===== src/include/sdr_config.svh =====
// build-time constants for the SDR control block
// identity codes show up in the status word read by firmware
// the overflow window must be at least 4 samples (2 bits) for the 1/4 threshold
// counter width is assumed to be 32 by the byte-lane read mux
`ifndef SDR_CONFIG_SVH
`define SDR_CONFIG_SVH

// fpga identity, 4 bits each
`define SDR_FPGA_ID       4'd3
`define SDR_FPGA_VER      4'd1

// log2 of the adc overflow window, 64 samples
`define SDR_OVFL_WIN_BITS 6

// cpu cycle counter width
`define SDR_CTR_WIDTH     32

`endif


===== src/hw/sdr_bus_pkg.sv =====
// word types and opcode bit positions of the stack CPU register bus
// the opcode is one-hot per register, so a single op may select several
// bit positions below must stay within the 16-bit opcode word
package sdr_bus_pkg;

    ////////////////////////////////////////
    // bus word types
    ////////////////////////////////////////

    // opcode word, one bit per register or event
    typedef logic [15:0] op_t;

    // top-of-stack word written by the cpu
    typedef logic [31:0] bus_word_t;

    // parallel-port read word returned to the cpu
    typedef logic [15:0] par_t;

    ////////////////////////////////////////
    // opcode bit positions
    ////////////////////////////////////////

    // register write target
    localparam int unsigned OP_SET_CTRL     = 0;

    // register read selects
    localparam int unsigned OP_GET_STATUS   = 1;
    localparam int unsigned OP_GET_SRQ      = 2;
    localparam int unsigned OP_GET_CPU_CTR0 = 3;
    localparam int unsigned OP_GET_CPU_CTR1 = 4;
    localparam int unsigned OP_GET_CPU_CTR2 = 5;
    localparam int unsigned OP_GET_CPU_CTR3 = 6;

    // events, taken with wr_evt
    localparam int unsigned OP_CPU_CTR_CLR  = 7;
    localparam int unsigned OP_CPU_CTR_ENA  = 8;
    localparam int unsigned OP_CPU_CTR_DIS  = 9;

endpackage


===== src/hw/sdr_status_pkg.sv =====
// layouts of the global control register and the status word
// both are 16 bits and are declared msb first
// spare control bits are stored but never read back
package sdr_status_pkg;

    ////////////////////////////////////////
    // global control register
    ////////////////////////////////////////

    typedef struct packed {
        logic [12:0] spare;      // bits 15..3, kept for firmware
        logic        interrupt;  // bit 2, host interrupt pin
        logic        eeprom_wp;  // bit 1, eeprom write protect
        logic        osc_en;     // bit 0, oscillator enable
    } ctrl_t;

    ////////////////////////////////////////
    // status word
    ////////////////////////////////////////

    typedef struct packed {
        logic       rx_overflow;  // bit 15, sticky adc overflow
        logic [2:0] rsvd;         // bits 14..12, read as zero
        logic [3:0] fpga_ver;     // bits 11..8
        logic [3:0] user;         // bits 7..4, bit 4 is gated counter enable
        logic [3:0] fpga_id;      // bits 3..0
    } status_t;

endpackage


===== src/hw/reg_bus_if.sv =====
// register bus of the stack CPU, no handshake
// op and tos are held by the cpu while exactly one strobe pulses
`timescale 1ns/100ps

interface reg_bus_if;
    import sdr_bus_pkg::*;

    op_t       op;      // one-hot register select
    bus_word_t tos;     // top-of-stack write data
    logic      rd_reg;  // register read strobe
    logic      wr_reg;  // register write strobe
    logic      wr_evt;  // event write strobe

    // driven from the top-level pins
    modport master (output op, tos, rd_reg, wr_reg, wr_evt);

    // register blocks only listen
    modport slave (input op, tos, rd_reg, wr_reg, wr_evt);

endinterface


===== src/hw/ctrl_regs.sv =====
// global control register and the two cpu cycle counters
// writes and events take effect at the next cpu_clk edge
// counters wrap silently at 2^SDR_CTR_WIDTH
// if ENA and DIS arrive together, disable wins
`timescale 1ns/100ps
`include "sdr_config.svh"

module ctrl_regs (
    input  logic                      cpu_clk,
    input  logic                      rx_ovfl_rst,
    reg_bus_if.slave                  bus,
    output sdr_status_pkg::ctrl_t     ctrl,
    output logic [`SDR_CTR_WIDTH-1:0] cpu_ctr0,
    output logic [`SDR_CTR_WIDTH-1:0] cpu_ctr1,
    output logic                      ctr_ena
);
    import sdr_bus_pkg::*;
    import sdr_status_pkg::*;

    localparam int CW = `SDR_CTR_WIDTH;

    // decoded bus strobes
    logic ctrl_wr;
    logic ctr_clr;
    logic ctr_on;
    logic ctr_off;

    assign ctrl_wr = bus.wr_reg && bus.op[OP_SET_CTRL];
    assign ctr_clr = bus.wr_evt && bus.op[OP_CPU_CTR_CLR];
    assign ctr_on  = bus.wr_evt && bus.op[OP_CPU_CTR_ENA];
    assign ctr_off = bus.wr_evt && bus.op[OP_CPU_CTR_DIS];

    ////////////////////////////////////////
    // control register
    ////////////////////////////////////////

    // low half of tos only, upper half is ignored
    always_ff @(posedge cpu_clk)
    begin
        if (rx_ovfl_rst)
            ctrl <= '0;
        else if (ctrl_wr)
            ctrl <= ctrl_t'(bus.tos[15:0]);
    end

    ////////////////////////////////////////
    // cycle counters
    ////////////////////////////////////////

    // ctr0 counts every cycle, ctr1 only while enabled
    // firmware divides ctr1 by ctr0 to get a duty figure for a code section
    always_ff @(posedge cpu_clk)
    begin
        if (rx_ovfl_rst)
        begin
            cpu_ctr0 <= '0;
            cpu_ctr1 <= '0;
            ctr_ena  <= 1'b0;
        end
        else
        begin
            if (ctr_clr)
            begin
                cpu_ctr0 <= '0;
                cpu_ctr1 <= '0;
            end
            else
            begin
                cpu_ctr0 <= cpu_ctr0 + 1'b1;
                cpu_ctr1 <= cpu_ctr1 + {{(CW-1){1'b0}}, ctr_ena};
            end
            // later assignment gives disable priority
            if (ctr_on)
                ctr_ena <= 1'b1;
            if (ctr_off)
                ctr_ena <= 1'b0;
        end
    end

endmodule


===== src/hw/adc_ovfl_detect.sv =====
// windowed adc overflow detector with a sticky latch
// a window is 2^SDR_OVFL_WIN_BITS valid samples, gaps in adc_valid are skipped
// a window is flagged when at least a quarter of its samples carry overflow
// reset reloads the latch from the pulse instead of clearing it
`timescale 1ns/100ps
`include "sdr_config.svh"

module adc_ovfl_detect (
    input  logic cpu_clk,
    input  logic rx_ovfl_rst,
    input  logic adc_valid,
    input  logic adc_ovfl,
    output logic ovfl_pulse,
    output logic rx_overflow
);
    localparam int W = `SDR_OVFL_WIN_BITS;

    // quarter of the window, 2^(W-2)
    localparam logic [W:0] OVF_THRESH = {2'b00, 1'b1, {(W-2){1'b0}}};

    logic [W-1:0] smp_ctr;   // valid samples seen in this window
    logic [W:0]   ovf_cnt;   // overflow samples, one extra bit for a full window
    logic [W:0]   ovf_next;  // count including the current sample
    logic         win_end;

    assign ovf_next = ovf_cnt + {{W{1'b0}}, adc_ovfl};
    assign win_end  = adc_valid && (&smp_ctr);

    ////////////////////////////////////////
    // window counters
    ////////////////////////////////////////

    always_ff @(posedge cpu_clk)
    begin
        if (rx_ovfl_rst)
        begin
            smp_ctr    <= '0;
            ovf_cnt    <= '0;
            ovfl_pulse <= 1'b0;
        end
        else
        begin
            // pulse lasts exactly one cycle
            ovfl_pulse <= 1'b0;
            if (adc_valid)
            begin
                // smp_ctr wraps back to zero on the last sample
                smp_ctr <= smp_ctr + 1'b1;
                if (win_end)
                begin
                    ovfl_pulse <= (ovf_next >= OVF_THRESH);
                    ovf_cnt    <= '0;
                end
                else
                    ovf_cnt <= ovf_next;
            end
        end
    end

    // sticky latch, rises one edge after the pulse
    always_ff @(posedge cpu_clk)
    begin
        if (rx_ovfl_rst)
            rx_overflow <= ovfl_pulse;
        else
            rx_overflow <= rx_overflow | ovfl_pulse;
    end

endmodule


===== src/hw/reg_read_mux.sv =====
// status word, host service-request capture and cpu parallel-port mux
// par is combinational and valid in the same cycle as rd_reg
// counter lanes assume 32-bit counters, four byte lanes
`timescale 1ns/100ps
`include "sdr_config.svh"

module reg_read_mux (
    input  logic                      cpu_clk,
    input  logic                      rx_ovfl_rst,
    reg_bus_if.slave                  bus,
    input  logic                      rx_overflow,
    input  logic                      ctr_ena,
    input  logic [`SDR_CTR_WIDTH-1:0] cpu_ctr0,
    input  logic [`SDR_CTR_WIDTH-1:0] cpu_ctr1,
    input  logic                      host_srq,
    input  sdr_bus_pkg::par_t         host_dout,
    output sdr_bus_pkg::par_t         par,
    output logic                      ser
);
    import sdr_bus_pkg::*;
    import sdr_status_pkg::*;

    status_t status;
    logic    srq_rd;
    logic    srq_noted;  // requests seen since the last GET_SRQ
    logic    srq_out;    // value handed to the cpu serial input

    ////////////////////////////////////////
    // status word
    ////////////////////////////////////////

    assign status.rx_overflow = rx_overflow;
    assign status.rsvd        = 3'b000;
    assign status.fpga_ver    = `SDR_FPGA_VER;
    // user nibble, only the gated counter enable is live
    assign status.user        = {3'b000, ctr_ena};
    assign status.fpga_id     = `SDR_FPGA_ID;

    ////////////////////////////////////////
    // parallel-port read mux
    ////////////////////////////////////////

    // lane n of ctr1 goes high, lane n of ctr0 goes low
    always_comb
    begin
        if (bus.rd_reg && bus.op[OP_GET_CPU_CTR0])
            par = {cpu_ctr1[7:0], cpu_ctr0[7:0]};
        else if (bus.rd_reg && bus.op[OP_GET_CPU_CTR1])
            par = {cpu_ctr1[15:8], cpu_ctr0[15:8]};
        else if (bus.rd_reg && bus.op[OP_GET_CPU_CTR2])
            par = {cpu_ctr1[23:16], cpu_ctr0[23:16]};
        else if (bus.rd_reg && bus.op[OP_GET_CPU_CTR3])
            par = {cpu_ctr1[31:24], cpu_ctr0[31:24]};
        else if (bus.rd_reg && bus.op[OP_GET_STATUS])
            par = status;
        else
            par = host_dout;  // default path, host data
    end

    ////////////////////////////////////////
    // host service request
    ////////////////////////////////////////

    assign srq_rd = bus.rd_reg && bus.op[OP_GET_SRQ];

    // a read hands over what was noted and restarts noting with the current request
    always_ff @(posedge cpu_clk)
    begin
        if (rx_ovfl_rst)
        begin
            srq_noted <= 1'b0;
            srq_out   <= 1'b0;
        end
        else if (srq_rd)
        begin
            srq_noted <= host_srq;
            srq_out   <= srq_noted;
        end
        else
            srq_noted <= srq_noted | host_srq;
    end

    assign ser = srq_out;

endmodule


===== src/hw/sdr_ctrl_top.sv =====
// control and status block of the sdr front end, single cpu_clk domain
// adc overflow flags arrive as a sample stream that cannot be stalled
// register reads are combinational, writes and events land on the next edge
`timescale 1ns/100ps
`include "sdr_config.svh"

module sdr_ctrl_top (
    input  logic                   cpu_clk,
    input  logic                   rx_ovfl_rst,
    input  sdr_bus_pkg::op_t       op,
    input  sdr_bus_pkg::bus_word_t tos,
    input  logic                   rd_reg,
    input  logic                   wr_reg,
    input  logic                   wr_evt,
    input  logic                   adc_valid,
    input  logic                   adc_ovfl,
    input  logic                   host_srq,
    input  sdr_bus_pkg::par_t      host_dout,
    output sdr_bus_pkg::par_t      par,
    output logic                   ser,
    output logic                   osc_en,
    output logic                   eeprom_wp,
    output logic                   interrupt,
    output logic                   rx_overflow
);
    import sdr_status_pkg::*;

    ctrl_t                     ctrl;
    logic [`SDR_CTR_WIDTH-1:0] cpu_ctr0;
    logic [`SDR_CTR_WIDTH-1:0] cpu_ctr1;
    logic                      ctr_ena;
    logic                      ovfl_pulse;

    ////////////////////////////////////////
    // register bus from the pins
    ////////////////////////////////////////

    reg_bus_if u_bus ();

    assign u_bus.op     = op;
    assign u_bus.tos    = tos;
    assign u_bus.rd_reg = rd_reg;
    assign u_bus.wr_reg = wr_reg;
    assign u_bus.wr_evt = wr_evt;

    ctrl_regs u_ctrl_regs (
        .cpu_clk     (cpu_clk),
        .rx_ovfl_rst (rx_ovfl_rst),
        .bus         (u_bus),
        .ctrl        (ctrl),
        .cpu_ctr0    (cpu_ctr0),
        .cpu_ctr1    (cpu_ctr1),
        .ctr_ena     (ctr_ena)
    );

    adc_ovfl_detect u_adc_ovfl_detect (
        .cpu_clk     (cpu_clk),
        .rx_ovfl_rst (rx_ovfl_rst),
        .adc_valid   (adc_valid),
        .adc_ovfl    (adc_ovfl),
        .ovfl_pulse  (ovfl_pulse),
        .rx_overflow (rx_overflow)
    );

    reg_read_mux u_reg_read_mux (
        .cpu_clk     (cpu_clk),
        .rx_ovfl_rst (rx_ovfl_rst),
        .bus         (u_bus),
        .rx_overflow (rx_overflow),
        .ctr_ena     (ctr_ena),
        .cpu_ctr0    (cpu_ctr0),
        .cpu_ctr1    (cpu_ctr1),
        .host_srq    (host_srq),
        .host_dout   (host_dout),
        .par         (par),
        .ser         (ser)
    );

    // control fields out to the board pins
    assign osc_en    = ctrl.osc_en;
    assign eeprom_wp = ctrl.eeprom_wp;
    assign interrupt = ctrl.interrupt;

endmodule


===== config.mk =====
export PLATFORM = sky130hd
export DESIGN_NAME = sdr_ctrl_top
export DESIGN_NICKNAME = d
export VERILOG_FILES = /design/src/hw/sdr_bus_pkg.sv /design/src/hw/sdr_status_pkg.sv /design/src/hw/reg_bus_if.sv /design/src/hw/ctrl_regs.sv /design/src/hw/adc_ovfl_detect.sv /design/src/hw/reg_read_mux.sv /design/src/hw/sdr_ctrl_top.sv
export VERILOG_INCLUDE_DIRS = /design/src /design/src/include
export SDC_FILE = /design/constraint.sdc
export NUM_CORES = 1
export LEC_CHECK = 0
export BUFFER_PORTS_ARGS = -buffer_cell sky130_fd_sc_hd__buf_2
export CAP_MARGIN = 20
export CORE_AREA = 5 5 154 156
export DETAILED_ROUTE_END_ITERATION = 8
export DIE_AREA = 0 0 159 161
export HOLD_SLACK_MARGIN = 0.03
export PLACE_DENSITY = 0.53
export SLEW_MARGIN = 5
export SYNTH_ARGS = -nofsm -noshare
export SYNTH_HDL_FRONTEND = slang
export SYNTH_HIERARCHICAL = 1
export SYNTH_SLANG_ARGS = --single-unit

===== constraint.sdc =====
create_clock -name cpu_clk -period 1.9 [get_ports cpu_clk]
set_input_delay 0 -clock cpu_clk [delete_from_list [all_inputs] [get_ports cpu_clk]]
set_output_delay 0 -clock cpu_clk [all_outputs]
set_load 0.05 [all_outputs]

==> results_dict.tcl <==
set metrics [dict create \
    num_antenna_cells 0 \
    syn_area_per_cell_um2 8.010 \
    worstPathMaxFanout 3 \
    initial_core_util_pct 22.59 \
    fin_crit_ns 1.803 \
    grt_max_degree 29 \
    ctsRootBufferMaster "clkbuf_16" \
    drv_cap 0 \
    tightest_slew_ns 0.6121 \
    combPwrFrac_pct 12.9 \
    synth.cell_area_mm2 0.005022 \
    clockBufferDepth 2 \
    gr-total-overflow 0 \
    rsz0062_at_grt "no" \
    antenna_found_initial 2 \
    drt_iter0_markers 289 \
    critPathCaptureType "flip-flop" \
    core_area_mm2 0.02223 \
    fp.dieH_um 161 \
    clk_latency_ns 0.34 \
    relSlewSlack_pct 59.19 \
    critPathCapture "u_ctrl_regs/cpu_ctr1[30]$_SDFF_PP0_" \
    pwr_density_cell_mw_per_mm2 687.6 \
    grt_pass1_vias 4629 \
    numClockSinks 85 \
    io_pins 93 \
    num_vias 5003 \
    slew_viol_final 0 \
    min_period_over_period_pct 94.89 \
    setup-tns-final_ns 0 \
    finalSetupViolCount 0 \
    totalWireLength_mm 15.51 \
    cp.required_ns 2.18 \
    fin_nets 807 \
    wl_per_cell_um 15.23 \
    synth_nets 705 \
    fmax_mhz 554.7 \
    pwr-share-clk_pct 45.9 \
    arrival_ns 2.08 \
    gp_congestion 0.8102 \
    cts_buffers 9 \
    area_growth_pct 27.50 \
    hp-start "adc_valid" \
    syn_inst 627 \
    place_area_mm2 0.005937 \
    detail-route-antenna-nets 0 \
    hold_viol 0 \
    port_buffers 57 \
    critPathKind "reg2reg" \
    netSwitchingPower_mw 1.141 \
    row_count 55 \
    timing.hold.ws_ns 0.05099 \
    r2r-start "u_ctrl_regs/cpu_ctr1[18]$_SDFF_PP0_" \
    rrSetupSlack_ns 0.1 \
    pwr-share-seq_pct 41.2 \
    dp_hpwl_mm 11.37 \
    cts_tree "built" \
    p_int_mw 3.262 \
    status "completed" \
    cp-start-kind "flip-flop" \
    htreeDepth 3 \
    fin_util_pct 28.81 \
    r2r_cells 4 \
    track_usage_pct 11.91 \
    fin_skew_ns 0.01043 \
    crit_start "u_ctrl_regs/cpu_ctr1[18]$_SDFF_PP0_" \
    finalPower_mw 4.403 \
    yosysWarnings 6 \
    die_x_um 159 \
    dieArea_mm2 0.02560 \
    power_leakage_nw 2.392 \
    vias_per_cell 4.915 \
    grt_pass1_wl_mm 24.89 \
    firstDrtPassIters 5 \
    clkTransAtPathRegs_ns 0.07 \
    max-vdd-ir-drop_uv 514.7 \
    switching_share_pct 25.92 \
    drive_above_1_share_pct 23.74 \
    fin_area_mm2 0.006404 \
    drc_errors 0 \
    rr_endpoint "u_ctrl_regs/cpu_ctr1[30]$_SDFF_PP0_" \
    hold_path.class "in2reg" \
]
stage by stage:
step	instances	setup WS, ns
finish	1018	0.09706
global route	1018	0.008823
CTS	1018	0.07477
detailed placement	992	0.07997
global placement	992	0.07568
floorplan	627	0.06627
flip-flops by register name, summed over array words and instances (netlist names):
| signal | flops |
|---|---|
| u_adc_ovfl_detect/ovf_cnt | 7 |
| u_adc_ovfl_detect/rx_overflow | 1 |
| u_adc_ovfl_detect/smp_ctr | 6 |
| u_ctrl_regs/cpu_ctr0 | 32 |
| u_ctrl_regs/cpu_ctr1 | 32 |
| u_ctrl_regs/ctrl | 3 |
| u_reg_read_mux/ser | 1 |
| u_adc_ovfl_detect/ovfl_pulse | 1 |
| u_reg_read_mux/srq_noted | 1 |
| u_ctrl_regs/ctr_ena | 1 |
how the worst min path moves through the flow:
stage	depth (start not counted)	slack [ns]	end
2_1_floorplan	1	0.07	u_reg_read_mux/ser$_SDFFE_PP0P_
3_3_place_gp	2	0.19	u_ctrl_regs/ctr_ena$_SDFFE_PP0P_
3_5_place_dp	2	0.21	u_ctrl_regs/ctr_ena$_SDFFE_PP0P_
4_1_cts	3	0.03	u_adc_ovfl_detect/ovf_cnt[1]$_SDFFE_PP0P_
5_1_grt	3	0.06	u_adc_ovfl_detect/ovf_cnt[1]$_SDFFE_PP0P_
6_report	3	0.05	u_adc_ovfl_detect/ovf_cnt[0]$_SDFFE_PP0P_
metal layers:
layer	track usage, %	wire length, um	up-vias
met1	16.64	7616	2338
li1	-	-	2531
met2	17.75	6720	114
met5	0	27	-
met4	3.528	231	4
met3	3.572	910	16
critical path, stage by stage, from the launching register on:
cell     delay (ns)
dfxtp_1        0.35
nand4_2        0.15
or4_4          0.58
or4_4          0.53
a21oi_2        0.13
layout by cell type (no fill, tap or decap), types with 7 or more instances in the layout:
cell type and n:
nand2_1 70, nor3b_2 8, nor4_1 11, and4_1 11
or4_1 19, or3_1 7, nor2_1 47, buf_4 64
a21oi_2 12, mux2i_1 7, nand4_1 18, and3_1 9
o22ai_1 15, o21ai_0 24, buf_2 57, xnor2_1 12
a22o_1 11, inv_1 16, nand2b_1 10, clkbuf_16 9
dlygate4sd3_1 11, a31oi_1 15, dfxtp_1 84, nand3_1 27
and2_1 9, a21oi_1 44, o31ai_1 19, xor2_1 15
area by class of cell:
| type | instances | area, um^2 |
|---|---|---|
| clock buffer | 9 | 225.2 |
| timing repair buffer | 133 | 895.9 |
| tap | 285 | 356.6 |
| sequential | 85 | 1703 |
| multi-input combinational | 482 | 3043 |
| clock inverter | 6 | 112.6 |
| fill | 2415 | 15820 |
| inverter | 18 | 67.56 |
power by group through the flow:
stage          combinational [mW]  sequential [mW]  clock [mW]
6_report                    0.566             1.81        2.02
4_1_cts                     0.567             1.81        2.08
3_5_place_dp                0.548             1.85           0
2_1_floorplan               0.365             1.87           0
3_3_place_gp                0.547             1.85           0
5_1_grt                     0.612             1.81        2.16
what timing repair did:
action / 4_1_cts / 5_1_grt
gates resized for setup: 0 / 5
buffers inserted: 0 / 0
endpoints found under the hold margin: 6 / 0
endpoints found under the setup margin: 0 / 5
hold buffers: 11 / 0
Power figures use the tool's default switching activity.
